==> config.mk <==
export PLATFORM = sky130hd
export DESIGN_NAME = oled_text_top
export DESIGN_NICKNAME = d
export VERILOG_FILES = /design/src/bus_pkg.sv /design/src/oled_pkg.sv /design/src/i2c_master.sv /design/src/oled_ctrl.sv /design/src/text_tile_mem.sv /design/src/oled_text_top.sv
export VERILOG_INCLUDE_DIRS = /design/src
export SDC_FILE = /design/constraint.sdc
export NUM_CORES = 1
export LEC_CHECK = 0
export ABC_AREA = 1
export BUFFER_PORTS_ARGS = -buffer_cell sky130_fd_sc_hd__buf_2
export CORE_ASPECT_RATIO = 0.6
export CORE_MARGIN = 3
export CORE_UTILIZATION = 54
export DETAILED_ROUTE_END_ITERATION = 7
export PLACE_DENSITY = 0.76
export SLEW_MARGIN = 20
export SYNTH_ARGS = -nofsm -noshare
export SYNTH_HDL_FRONTEND = slang
export SYNTH_SLANG_ARGS = --single-unit
==> constraint.sdc <==
create_clock -name slow_clk -period 1.6 [get_ports slow_clk]
set_input_delay 0.16 -clock slow_clk [delete_from_list [all_inputs] [get_ports slow_clk]]
set_output_delay 0.16 -clock slow_clk [all_outputs]
set_load 0.005 [all_outputs]
==> src/oled_macros.svh <==
// bus address, bit-rate divider, screen geometry and glyph width
// shared by the display sequencer, the bus master and the text memory
`ifndef OLED_MACROS_SVH
`define OLED_MACROS_SVH

// --------------------
// serial bus
// --------------------

// write address byte of the display
`define OLED_BUS_ADDR 8'h78

// slow_clk cycles per quarter bus bit, 2 or more
`define SCL_QUARTER 4

// --------------------
// screen geometry
// --------------------

// pixel columns
`define SCREEN_W 128
// 8-row pages
`define SCREEN_PAGES 8
// pixel columns per glyph
`define GLYPH_W 8

// column bytes in one full frame
`define FRAME_BYTES 1024

// command bytes in the init list, control byte not counted
`define INIT_LEN 6

`endif

==> src/font.hex <==
// one glyph word per line, characters 0 to F
// 8 column bytes, column 0 in the top byte, bit 0 is the top pixel row
003E5149453E0000
0000427F40000000
0042615149460000
002141454B310000
001814127F100000
0027454545390000
003C4A4949300000
0001710905030000
0036494949360000
00064949291E0000
007E1111117E0000
007F494949360000
003E414141220000
007F4141221C0000
007F494949410000
007F090909010000

==> src/bus_pkg.sv <==
// serial-bus-side types
// bus master state enum and bit counter type
package bus_pkg;

	// bus master states
	typedef enum logic [2:0] {
		IDLE,
		START,
		SEND_BIT,
		ACK_BIT,
		STOP
	} bus_state_t;

	// bit position in a 9-bit byte slot
	// 0..7 data bits, 8 acknowledge
	typedef logic [3:0] bit_cnt_t;

endpackage

==> src/oled_pkg.sv <==
// display-side types
// controller state enum and tile address union
package oled_pkg;

	// --------------------
	// sequencer
	// --------------------

	// controller states
	typedef enum logic [2:0] {
		IDLE,
		INIT_SEQ,
		WIN_SETUP,
		STREAM,
		HALT
	} ctrl_state_t;

	// --------------------
	// text tiles
	// --------------------

	// tile position, page above column
	typedef struct packed {
		logic [2:0] page;
		logic [3:0] col;
	} tile_pos_t;

	// same 7 bits seen as position or as flat text ram index
	// column ends up in the low 4 bits of the index
	typedef union packed {
		logic [6:0] index;
		tile_pos_t  pos;
	} tile_addr_u;

endpackage

==> src/i2c_master.sv <==
// two-wire bus master, write direction only
// quarter-bit divider, byte FSM with acknowledge check, open-drain enables
`include "oled_macros.svh"

module i2c_master
	import bus_pkg::*;
(
	input  logic       slow_clk,
	input  logic       rst,
	input  logic       bus_enable,
	input  logic [7:0] bus_data,
	input  logic       sda_in,
	output logic       bus_ready,
	output logic       bus_next_word,
	output logic       bus_error,
	output logic       scl_oe,
	output logic       sda_oe
);

	localparam int QW = $clog2(`SCL_QUARTER);

	bus_state_t    state;
	logic [QW-1:0] q_cnt;
	logic [1:0]    phase;
	bit_cnt_t      bit_cnt;
	logic [7:0]    shift;
	logic          nack;
	logic          tick;
	logic          bit_end;
	logic          start_req;
	logic          take_word;

	// --------------------
	// timing
	// --------------------

	// quarter-bit strobe
	assign tick = (q_cnt == QW'(`SCL_QUARTER - 1));
	// last quarter of a bus bit
	assign bit_end = tick && (phase == 2'd3);

	assign bus_ready = (state == IDLE);
	// no new transaction after a failed acknowledge
	assign start_req = (state == IDLE) && bus_enable && !bus_error;
	// start of the next byte slot after a good ack
	assign take_word = (state == ACK_BIT) && bit_end && !nack && bus_enable;

	// --------------------
	// byte shifter
	// --------------------
	always_ff @(posedge slow_clk) begin
		if (start_req)
			shift <= `OLED_BUS_ADDR;
		else if (take_word)
			shift <= bus_data;
		else if (bit_end && state == SEND_BIT)
			// msb first
			shift <= {shift[6:0], 1'b0};
	end

	// --------------------
	// bus FSM
	// --------------------
	// phase 0 scl falls, phase 1 sda moves, phase 2 scl rises, phase 3 scl high
	always_ff @(posedge slow_clk or posedge rst) begin
		if (rst) begin
			state         <= IDLE;
			q_cnt         <= '0;
			phase         <= '0;
			bit_cnt       <= '0;
			nack          <= 1'b0;
			scl_oe        <= 1'b0;
			sda_oe        <= 1'b0;
			bus_next_word <= 1'b0;
			bus_error     <= 1'b0;
		end else begin
			bus_next_word <= 1'b0;

			// divider only runs inside a transaction
			if (state == IDLE) begin
				q_cnt <= '0;
				phase <= '0;
				if (start_req)
					state <= START;
			end else begin
				q_cnt <= tick ? '0 : q_cnt + 1'b1;
				if (tick)
					phase <= phase + 1'b1;
			end

			if (tick) begin
				case (state)
					START: begin
						// sda falls while scl is high
						if (phase == 2'd1)
							sda_oe <= 1'b1;
						if (phase == 2'd3) begin
							scl_oe  <= 1'b1;
							bit_cnt <= '0;
							state   <= SEND_BIT;
						end
					end
					SEND_BIT: begin
						if (phase == 2'd0)
							sda_oe <= ~shift[7];
						if (phase == 2'd1)
							scl_oe <= 1'b0;
						if (phase == 2'd3) begin
							scl_oe  <= 1'b1;
							bit_cnt <= bit_cnt + 1'b1;
							if (bit_cnt == bit_cnt_t'(7))
								state <= ACK_BIT;
						end
					end
					ACK_BIT: begin
						// release sda for the slave
						if (phase == 2'd0)
							sda_oe <= 1'b0;
						// sample at the rising scl edge
						if (phase == 2'd1) begin
							scl_oe <= 1'b0;
							nack   <= sda_in;
						end
						if (phase == 2'd3) begin
							scl_oe <= 1'b1;
							if (nack) begin
								bus_error <= 1'b1;
								state     <= STOP;
							end else if (bus_enable) begin
								bus_next_word <= 1'b1;
								bit_cnt       <= '0;
								state         <= SEND_BIT;
							end else begin
								state <= STOP;
							end
						end
					end
					STOP: begin
						// sda low under low scl, then rises while scl is high
						if (phase == 2'd0)
							sda_oe <= 1'b1;
						if (phase == 2'd1)
							scl_oe <= 1'b0;
						if (phase == 2'd2)
							sda_oe <= 1'b0;
						if (phase == 2'd3)
							state <= IDLE;
					end
					default: begin
					end
				endcase
			end
		end
	end

	// --------------------
	// checks
	// --------------------

	// a word is only taken on a live enable and lands in the shifter
	a_next_word_enabled: assert property (@(posedge slow_clk) disable iff (rst)
		$rose(bus_next_word) |-> $past(bus_enable) && shift == $past(bus_data));

	// data line moves under low clock, except for start and stop
	a_sda_stable_high: assert property (@(posedge slow_clk) disable iff (rst)
		$changed(sda_oe) |-> scl_oe || state inside {START, STOP});

endmodule

==> src/oled_ctrl.sv <==
// display sequencer: init list, frame window setup and pixel byte stream
// steps hpix and vpage across the frame on taken words
`include "oled_macros.svh"

module oled_ctrl
	import oled_pkg::*;
(
	input  logic       slow_clk,
	input  logic       rst,
	input  logic       update,
	input  logic       bus_ready,
	input  logic       bus_next_word,
	input  logic       bus_error,
	input  logic [7:0] col_byte,
	output logic       bus_enable,
	output logic [7:0] bus_data,
	output logic [6:0] hpix,
	output logic [2:0] vpage
);

	localparam int CNT_W   = $clog2(`FRAME_BYTES + 1);
	localparam int WIN_LEN = 6;

	// --------------------
	// command lists
	// --------------------

	// display off, horizontal addressing, charge pump on, display on
	localparam logic [7:0] INIT_CMDS [`INIT_LEN] = '{
		8'hae, 8'h20, 8'h00, 8'h8d, 8'h14, 8'haf
	};
	// column window 0..127, page window 0..7
	localparam logic [7:0] WIN_CMDS [WIN_LEN] = '{
		8'h21, 8'h00, 8'h7f, 8'h22, 8'h00, 8'h07
	};
	// control bytes heading each transaction
	localparam logic [7:0] CTRL_CMD  = 8'h00;
	localparam logic [7:0] CTRL_DATA = 8'h40;

	ctrl_state_t      state;
	// bytes already taken by the master in this transaction
	logic [CNT_W-1:0] cnt;
	logic             init_done;
	logic [2:0]       cmd_idx;
	logic             last_byte;

	// control byte sits in front of the list
	assign cmd_idx = 3'(cnt - 1'b1);

	// pulse now being seen takes the final byte
	always_comb begin
		case (state)
			INIT_SEQ:  last_byte = (cnt == CNT_W'(`INIT_LEN));
			WIN_SETUP: last_byte = (cnt == CNT_W'(WIN_LEN));
			STREAM:    last_byte = (cnt == CNT_W'(`FRAME_BYTES));
			default:   last_byte = 1'b0;
		endcase
	end

	// --------------------
	// outgoing byte
	// --------------------
	always_comb begin
		bus_data = CTRL_CMD;
		case (state)
			INIT_SEQ: begin
				if (cnt != '0)
					bus_data = INIT_CMDS[cmd_idx];
			end
			WIN_SETUP: begin
				if (cnt != '0)
					bus_data = WIN_CMDS[cmd_idx];
			end
			STREAM: begin
				// col_byte follows hpix and vpage one cycle later
				bus_data = (cnt == '0) ? CTRL_DATA : col_byte;
			end
			default: begin
			end
		endcase
	end

	// --------------------
	// sequencer FSM
	// --------------------
	always_ff @(posedge slow_clk or posedge rst) begin
		if (rst) begin
			state      <= IDLE;
			cnt        <= '0;
			init_done  <= 1'b0;
			bus_enable <= 1'b0;
			hpix       <= '0;
			vpage      <= '0;
		end else if (bus_error) begin
			// dead bus, wait for reset
			state      <= HALT;
			bus_enable <= 1'b0;
		end else begin
			case (state)
				IDLE: begin
					// frame boundary, only place where update counts
					if (bus_ready && (!init_done || update)) begin
						bus_enable <= 1'b1;
						cnt        <= '0;
						init_done  <= 1'b1;
						state      <= init_done ? WIN_SETUP : INIT_SEQ;
					end
				end
				INIT_SEQ, WIN_SETUP: begin
					if (bus_next_word) begin
						cnt <= cnt + 1'b1;
						if (last_byte) begin
							// master sends stop at the next slot
							bus_enable <= 1'b0;
							cnt        <= '0;
							state      <= (state == INIT_SEQ) ? IDLE : STREAM;
						end
					end
				end
				STREAM: begin
					if (!bus_enable) begin
						// window transaction still closing
						if (bus_ready)
							bus_enable <= 1'b1;
					end else if (bus_next_word) begin
						cnt <= cnt + 1'b1;
						// first pulse takes 0x40, later ones take pixel bytes
						if (cnt != '0) begin
							hpix <= hpix + 1'b1;
							if (hpix == 7'(`SCREEN_W - 1))
								vpage <= vpage + 1'b1;
						end
						if (last_byte) begin
							bus_enable <= 1'b0;
							cnt        <= '0;
							state      <= IDLE;
						end
					end
				end
				default: begin
					bus_enable <= 1'b0;
				end
			endcase
		end
	end

	// --------------------
	// checks
	// --------------------

	// pixel position steps by one column per word taken from the stream
	a_pos_on_word: assert property (@(posedge slow_clk) disable iff (rst)
		$changed({vpage, hpix}) |-> $past(bus_next_word && state == STREAM)
			&& {vpage, hpix} == 10'($past({vpage, hpix}) + 1'b1));

	// new transaction only toward an idle master and from the control byte
	a_enable_on_ready: assert property (@(posedge slow_clk) disable iff (rst)
		$rose(bus_enable) |-> $past(bus_ready) && cnt == '0);

endmodule

==> src/text_tile_mem.sv <==
// text RAM of hex characters, tile address decoding and font lookup
// turns a pixel column position into a registered column byte
`include "oled_macros.svh"

module text_tile_mem
	import oled_pkg::*;
(
	input  logic       slow_clk,
	input  logic       text_we,
	input  logic [6:0] text_addr,
	input  logic [3:0] text_char,
	input  logic [6:0] hpix,
	input  logic [2:0] vpage,
	output logic [7:0] col_byte
);

	localparam int CELLS = (`SCREEN_W / `GLYPH_W) * `SCREEN_PAGES;
	localparam int COL_W = $clog2(`GLYPH_W);
	localparam int GW    = `GLYPH_W * 8;

	logic [3:0]       text_ram [CELLS];
	// one 64-bit word per glyph, column 0 in the top byte
	logic [GW-1:0]    font_rom [16];
	tile_addr_u       tile;
	logic [3:0]       cur_char;
	logic [GW-1:0]    glyph;
	logic [COL_W-1:0] glyph_col;

	initial $readmemh("/design/src/font.hex", font_rom);

	// --------------------
	// text ram
	// --------------------
	always_ff @(posedge slow_clk) begin
		if (text_we)
			text_ram[text_addr] <= text_char;
	end

	// tile from page and glyph column of the pixel
	always_comb begin
		tile.pos.page = vpage;
		tile.pos.col  = hpix[6:COL_W];
	end

	// flat view indexes the ram
	assign cur_char = text_ram[tile.index];

	// --------------------
	// font lookup
	// --------------------
	assign glyph     = font_rom[cur_char];
	assign glyph_col = hpix[COL_W-1:0];

	always_ff @(posedge slow_clk) begin
		col_byte <= glyph[8 * (`GLYPH_W - 1 - int'(glyph_col)) +: 8];
	end

endmodule

==> src/oled_text_top.sv <==
// top level: display sequencer, bus master and text/font memory
module oled_text_top (
	input  logic       slow_clk,
	input  logic       rst,
	input  logic       update,
	input  logic       text_we,
	input  logic [6:0] text_addr,
	input  logic [3:0] text_char,
	input  logic       sda_in,
	output logic       scl_oe,
	output logic       sda_oe,
	output logic       bus_error
);

	// sequencer to bus master
	logic       bus_enable;
	logic [7:0] bus_data;
	logic       bus_next_word;
	logic       bus_ready;

	// pixel position and its column byte
	logic [6:0] hpix;
	logic [2:0] vpage;
	logic [7:0] col_byte;

	oled_ctrl i_oled_ctrl (
		.slow_clk      (slow_clk),
		.rst           (rst),
		.update        (update),
		.bus_ready     (bus_ready),
		.bus_next_word (bus_next_word),
		.bus_error     (bus_error),
		.col_byte      (col_byte),
		.bus_enable    (bus_enable),
		.bus_data      (bus_data),
		.hpix          (hpix),
		.vpage         (vpage)
	);

	i2c_master i_i2c_master (
		.slow_clk      (slow_clk),
		.rst           (rst),
		.bus_enable    (bus_enable),
		.bus_data      (bus_data),
		.sda_in        (sda_in),
		.bus_ready     (bus_ready),
		.bus_next_word (bus_next_word),
		.bus_error     (bus_error),
		.scl_oe        (scl_oe),
		.sda_oe        (sda_oe)
	);

	text_tile_mem i_text_tile_mem (
		.slow_clk  (slow_clk),
		.text_we   (text_we),
		.text_addr (text_addr),
		.text_char (text_char),
		.hpix      (hpix),
		.vpage     (vpage),
		.col_byte  (col_byte)
	);

endmodule

Yosys cells after proc, flatten, opt, wreduce, memory -nomap -nowiden:

Memory sizes are Yosys's and may differ from the RTL's.
Cells that the tools add are included.

* register bits: 55
* latch bits: 0
* bits in writable memories: 0
* bits in read-only memories: 128
* input bits: 16
* output and inout port bits: 3
* logic and storage cells: 168
* memories: 2

* add/subtract/negate cells: 7
* multipliers: 0
* div/mod/pow operators: 0
* order comparisons: 1
* equality and inequality tests: 31
* shifts and indexed selects: 1
* muxes and demuxes: 71
* bitwise gates (word level): 3
* reductions and logical operators: 36

Memory list
* (no name shown): words 8, width 8, read ports 1, clocked after memory_dff 0, wr ports 0, line oled_ctrl.sv:68 `bus_data = INIT_CMDS[cmd_idx];`
* (no name shown): words 8, width 8, read ports 1, clocked after memory_dff 0, wr ports 0, line oled_ctrl.sv:72 `bus_data = WIN_CMDS[cmd_idx];`

Operator list (number)
* 8-bit 2-to-1 mux: 9
* 64-bit by 32-bit indexed part select with 8-bit output, first input constant: 1
* 3-bit 2-to-1 mux: 17
* 11-bit 2-to-1 mux: 4
* 11-bit one-hot mux with 3 select lines: 1
* 8-bit one-hot mux with 3 select lines: 1
* 1-bit 2-to-1 mux: 21
* 3-bit by 1-bit != test with 1-bit output, second input constant: 7
* 4-bit 2-to-1 mux: 5
* 7-bit AND reduction: 2
* 3-bit by 2-bit == test with 1-bit output, second input constant: 4
* 2-bit 2-to-1 mux: 6
* 2-bit by 1-bit != test with 1-bit output, second input constant: 6
* 3-bit one-hot mux with 4 select lines: 1
* 4-bit one-hot mux with 3 select lines: 1
* 3-bit AND reduction: 4
* 11-bit by 1-bit adder with 11-bit output, second input constant: 1
* 11-bit == test, second input constant: 1
* 11-bit by 3-bit == test with 1-bit output, second input constant: 1
* 11-bit zero test: 1
* 11-bit nonzero test: 1
* 3-bit one-hot mux with 3 select lines: 1
* 3-bit nonzero test: 3
* 1-bit logical AND: 8
* 27 further kinds: 43

Logic depth before layout (Yosys ltp):

* depth after elaboration: 9
* mapped depth: 12
* depth with buffers taken out: 11

By module:

Synthesis repeated with hierarchy kept, for this count alone.

* cell total of the unflattened synthesis: 475
* area, all modules: 3370.7 µm²

By module, submodules not included
* oled_ctrl: instances 1, cells an instance 271, area each 1869.3 µm², seq. area each 650.6 µm²
* i2c_master: instances 1, cells an instance 195, area each 1437.6 µm², seq. area each 560.5 µm²
* text_tile_mem: instances 1, cells an instance 9, area each 63.8 µm², seq. area each 0.0 µm²

Worst setup path after synthesis:

Ideal clock, no wire load.

* kind: flip-flop to flip-flop
* start: reg i_oled_ctrl.cnt[0]
* end: reg i_i2c_master.shift[2]
* data arrival time: 1532 ps
* required time: 1481 ps
* path slack: -52 ps
* cell stages (with the launch flop): 10
* buffers on the path: 1
* clock period less this slack: 1652 ps
* path through: dfrtp_1 -> buf_2 -> inv_1 -> ha_1 -> xnor2_1 -> inv_1 -> o21ai_0 -> nand3_1 -> nand2_1 -> a21oi_1

* cells in the longest elaborated chain, start to end: 8

RTL lines
* start, declared: line oled_ctrl.sv:42 `logic [CNT_W-1:0] cnt;`
* start signal, assigned: line oled_ctrl.sv:111 `cnt <= cnt + 1'b1;`
* start signal, assigned: line oled_ctrl.sv:126 `cnt <= cnt + 1'b1;`
* 3-bit by 1-bit subtractor with 3-bit output: line oled_ctrl.sv:48 `assign cmd_idx = 3'(cnt - 1'b1);`
* 3-bit inverter with 4-bit output (implied by the code): line oled_ctrl.sv:68, oled_ctrl.sv:72
* memory 8 x 8 bit, on equally long branches
* 8-bit 2-to-1 mux, on equally long branches (2 in a row): line oled_ctrl.sv:72, oled_ctrl.sv:68
* 8-bit 2-to-1 mux, on equally long branches: line oled_ctrl.sv:71, oled_ctrl.sv:67
* 8-bit one-hot mux with 3 select lines *: line oled_ctrl.sv:65 `case (state)`
* 8-bit 2-to-1 mux *: line i2c_master.sv:54 `else if (take_word)`
* end signal, assigned: line i2c_master.sv:53 `` shift <= `OLED_BUS_ADDR; ``
* end signal, assigned: line i2c_master.sv:55 `shift <= bus_data;`
* end signal, assigned: line i2c_master.sv:58 `shift <= {shift[6:0], 1'b0};`
* end, declared: line i2c_master.sv:26 `logic [7:0] shift;`

Mark *: on every way between the ends. The rest lies on a longest branch, timed or not. The select of a mux whose other input is x is not followed.
A chain may end at the register's enable or synchronous reset.

Final worst setup path:

* start: reg i_oled_ctrl.state[2]
* end: reg i_i2c_master.shift[5]

* cells in the longest elaborated chain, start to end: 3

RTL lines
* start, declared: line oled_ctrl.sv:40 `ctrl_state_t state;`
* start signal, assigned: line oled_ctrl.sv:106 `state <= init_done ? WIN_SETUP : INIT_SEQ;`
* start signal, assigned: line oled_ctrl.sv:116 `state <= (state == INIT_SEQ) ? IDLE : STREAM;`
* 3-bit by 2-bit == test with 1-bit output / 3-bit by 1-bit == test with 1-bit output (equally long branches): line oled_ctrl.sv:65
* 8-bit one-hot mux with 3 select lines *: line oled_ctrl.sv:65
* 8-bit 2-to-1 mux *: line i2c_master.sv:54

Mark *: on every way between the ends. The rest lies on a longest branch, timed or not.

==> impl_results.md <==
- Result of the run: finished, violations left
- Violations in the final reports: negative setup slack
- Cell chain of the critical path: inv_2, nand2_2, nor2_1, inv_1, nor3_2, a21oi_2, o21ai_2, nand2_1, nand3_1
- Maximum Capacitance Violations: 0
- First drt pass iteration count: 6
- Critical path data arrival time: 1.91 ns
- Worst voltage drop across the vdd grid: 0.469 mV
- Post-detailed-route via-to-cell ratio: 5.67
- Area post-placement: 0.00299 mm^2
- Area growth syn-to-layout: 30.0%
- Synthesized area divided by synthesized cell count: 7.24 um^2
- Leakage component of the power: 1.64 nW
- Die Area: 0.00572 mm^2
- Final WL: 7260 um
- Number of nets in the final layout: 449
- Global-route wire length before repair: 11500 um
- Count of endpoints failing hold in the final timing report: 0
- Required time of the critical path: 1.84 ns
- Area of the mapped netlist: 0.00260 mm^2
- Setup tns final: -0.270 ns
- Maximum fanout count along the critical path: 7
- Antenna violations before repair: 0
- Area of the multi-input gates: 0.00158 mm^2
- Final hold slack: 0.114 ns
- Net count of the mapped netlist: 388
- Die height: 59.8 um
- Synth Instances: 360
- Slew margin rel.: 71.2%
- Post-synthesis async set-or-reset flop share: 80.0%
- Global routing usage summed across all routing layers: 26.2%
- CTS root buffer: sky130_fd_sc_hd__clkbuf_8
- Detailed placement HPWL: 5010 um
- Leading cell types by total area after synthesis: sky130_fd_sc_hd__dfrtp_1 31%, sky130_fd_sc_hd__nand2_1 11%, sky130_fd_sc_hd__inv_1 6.3%
- Layout cells sized above 1: 30.3%
- Skew final: 0.00861 ns
- Slowest-stage cell, CP: sky130_fd_sc_hd__dfrtp_1
- Number of core rows: 18
- Primary FF master, synth: sky130_fd_sc_hd__dfrtp_1
- Count of pins over their slew limit: 0
- Post-Layout Inst Area: 0.00339 mm^2
- Clock buffer count from CTS: 5
- Buffer depth of the longest clock path: 2
- IO buf count: 6
- Num ports: 19
- Detail Route Antenna Nets: 0
- Sequential area share after synthesis: 36.9%
- FF/Latch Area: 967 um^2
- RSZ-0062 raised after global routing: true
- Count of antenna diodes in the layout: 0
- Slew of the pin with the lowest slew margin: 0.421 ns
- Most common cell after layout, fill and taps aside: sky130_fd_sc_hd__nand2_1
- Post-synth EDFFs: 0
- Skew-Pair Late Insertion Delay: 0.30 ns
- Initial core utilization: 59.6%
- Filler instances: 298
- X dimension of the die: 95.7 um
- Maximum level of the CTS H-tree: 2
- Startpoint class of the critical path: register
- Achievable Freq: 602 MHz
- Worst hold-check path type: in2reg
- TritonCTS clock tree: built
- Share of the synthesized area in the top cell type: 30.7%
- Final RePlAce weighted congestion: 0.898
- Crit share post-route: 104%
- Post-DR wirelength/cell: 15.1 um
- Final setup violation count: 7
- Total via count after detailed routing: 2733
- Overflow after GRT: 0
- Largest stage delay on the critical path: 0.42 ns
- Core Footprint: 0.00437 mm^2
- Time the final worst path needs with I/O delays and setup: 1.66 ns
- CTS clk-pin slew, worst paths: 0.09 ns
- Total clock sinks: 40
- Crit path capture type: register
- Count of unique library cells instantiated by Yosys: 40
- Maximum number of pins on one net before global-route repair: 20
- Remaining DRCs: 0
- FF+latch count, synth: 40
- Power per standard cell area: 563 mW/mm^2
- YS warnings: 0
- Library cell with the largest summed area after synthesis: sky130_fd_sc_hd__dfrtp_1
- Number of DRC markers after the initial detailed-route iteration: 288
- Via count of the first global-routing pass: 2422
- Crit Path Class: reg2reg
- Overall power consumption: 1.91 mW
- Smallest setup slack after layout: -0.0621 ns
- Top library cells by usage in the layout, fill and taps aside: 67 x sky130_fd_sc_hd__nand2_1, 49 x sky130_fd_sc_hd__buf_4, 40 x sky130_fd_sc_hd__inv_1
## through the flow
step | util (%) | std cells | setup slack (ns)
4_1_cts | 72.3 | 471 | -0.0110
3_3_place_gp | 68.5 | 461 | -0.00175
6_report | 77.5 | 482 | -0.0621
2_1_floorplan | - | 360 | 0.0204
3_5_place_dp | 68.5 | 461 | -0.0409
5_1_grt | 77.5 | 482 | -0.140
## cell usage after synthesis, drive strengths merged, types with 2 or more instances
library cell and count:
o21bai 2, o211ai 2, a31oi 2, a21oi 23
nand3 30, dfxtp 8, o21ai 30, ha 12
nor2 43, nor3 12, o21a 2, nand4 10
dfrtp 32, o22ai 3, buf 6, xnor2 2
xor2 2, nand2 79, inv 49, o31ai 2
nor4 2
## final cells by class
| cell class | count | area share, % |
|---|---|---|
| tap | 60 | 2.22 |
| clock buffer | 8 | 3.62 |
| timing repair buffer | 60 | 13.6 |
| multi-input combinational | 265 | 46.5 |
| inverter | 49 | 5.43 |
| sequential | 40 | 28.6 |
## worst max-delay path, delay by kind of cell (launching register included)
kind,cells,cell delay (ns)
and+or+nand+nor,5,0.68
AOI/OAI and AO/OA,2,0.21
DFF,1,0.42
buffers and inverters,2,0.28
## kinds of logic (layout without fill, tap and decap cells)
logic type | Yosys count | after routing | share of synthesized area, %
adder cells (fa/ha/maj) | 12 | 12 | 5.76
AO/OA/AOI/OAI | 71 | 71 | 15.8
XOR/XNOR | 4 | 4 | 1.35
AND/OR/NAND/NOR | 177 | 177 | 31.2
buffers and inverters | 55 | 117 | 8.55
multiplexers | 1 | 1 | 0.432
flip-flops | 40 | 40 | 36.9
## flip-flops by register name (all words and copies together) (netlist names), 2 cells and up
register / cells
i_i2c_master.shift: 8
i_i2c_master.bit_cnt: 4
i_i2c_master.phase: 2
i_oled_ctrl.state: 3
i_i2c_master.state: 3
i_oled_ctrl.cnt: 11
i_i2c_master.q_cnt: 2
## per-layer routing
layer  vias to the layer above  part of all wire [%]  routed length (um)  track usage (%)
li1                       1325                     -                   -                -
met1                      1246                    47                3400             39.6
met2                       141                    42                3030             37.0
met3                        21                    10                 729             8.05
met4                         0                   1.2                  90             4.86
met5                         -                     0                   0                0
## power breakdown
| group | total (mW) | switching (mW) | internal, mW |
|---|---|---|---|
| Clock | 0.872 | 0.374 | 0.498 |
| Sequential | 1.01 | 0 | 1.01 |
| Combinational | 0.0262 | 0.0186 | 0.00764 |
## worst paths after layout
check,startpoint,to,slack [ns],cells after the start
max,i_oled_ctrl.state[2]$_DFFE_PP0P_,i_i2c_master.shift[5]$_SDFFE_PP1P_,-0.06,9
min,sda_in,i_i2c_master.nack$_DFFE_PP0P_,0.11,2
max reg2reg,i_oled_ctrl.state[2]$_DFFE_PP0P_,i_i2c_master.shift[5]$_SDFFE_PP1P_,-0.06,9
min reg2reg,i_i2c_master.shift[6]$_SDFFE_PP1P_,i_i2c_master.shift[6]$_SDFFE_PP1P_,0.48,2
max in group asynchronous,rst,i_oled_ctrl.state[1]$_DFFE_PP0P_,0.92,4
min in group asynchronous,rst,i_i2c_master.bit_cnt[3]$_DFFE_PP0P_,0.42,4
## repair_timing
item                                   4_1_cts  5_1_grt
setup buffers                                1       11
hold buffers                                 1        0
setup endpoints to repair                   10       27
resized for setup                           10       44
endpoints found under the hold margin       32        0
pin swaps                                    0        8
Power figures use the tool's default switching activity.
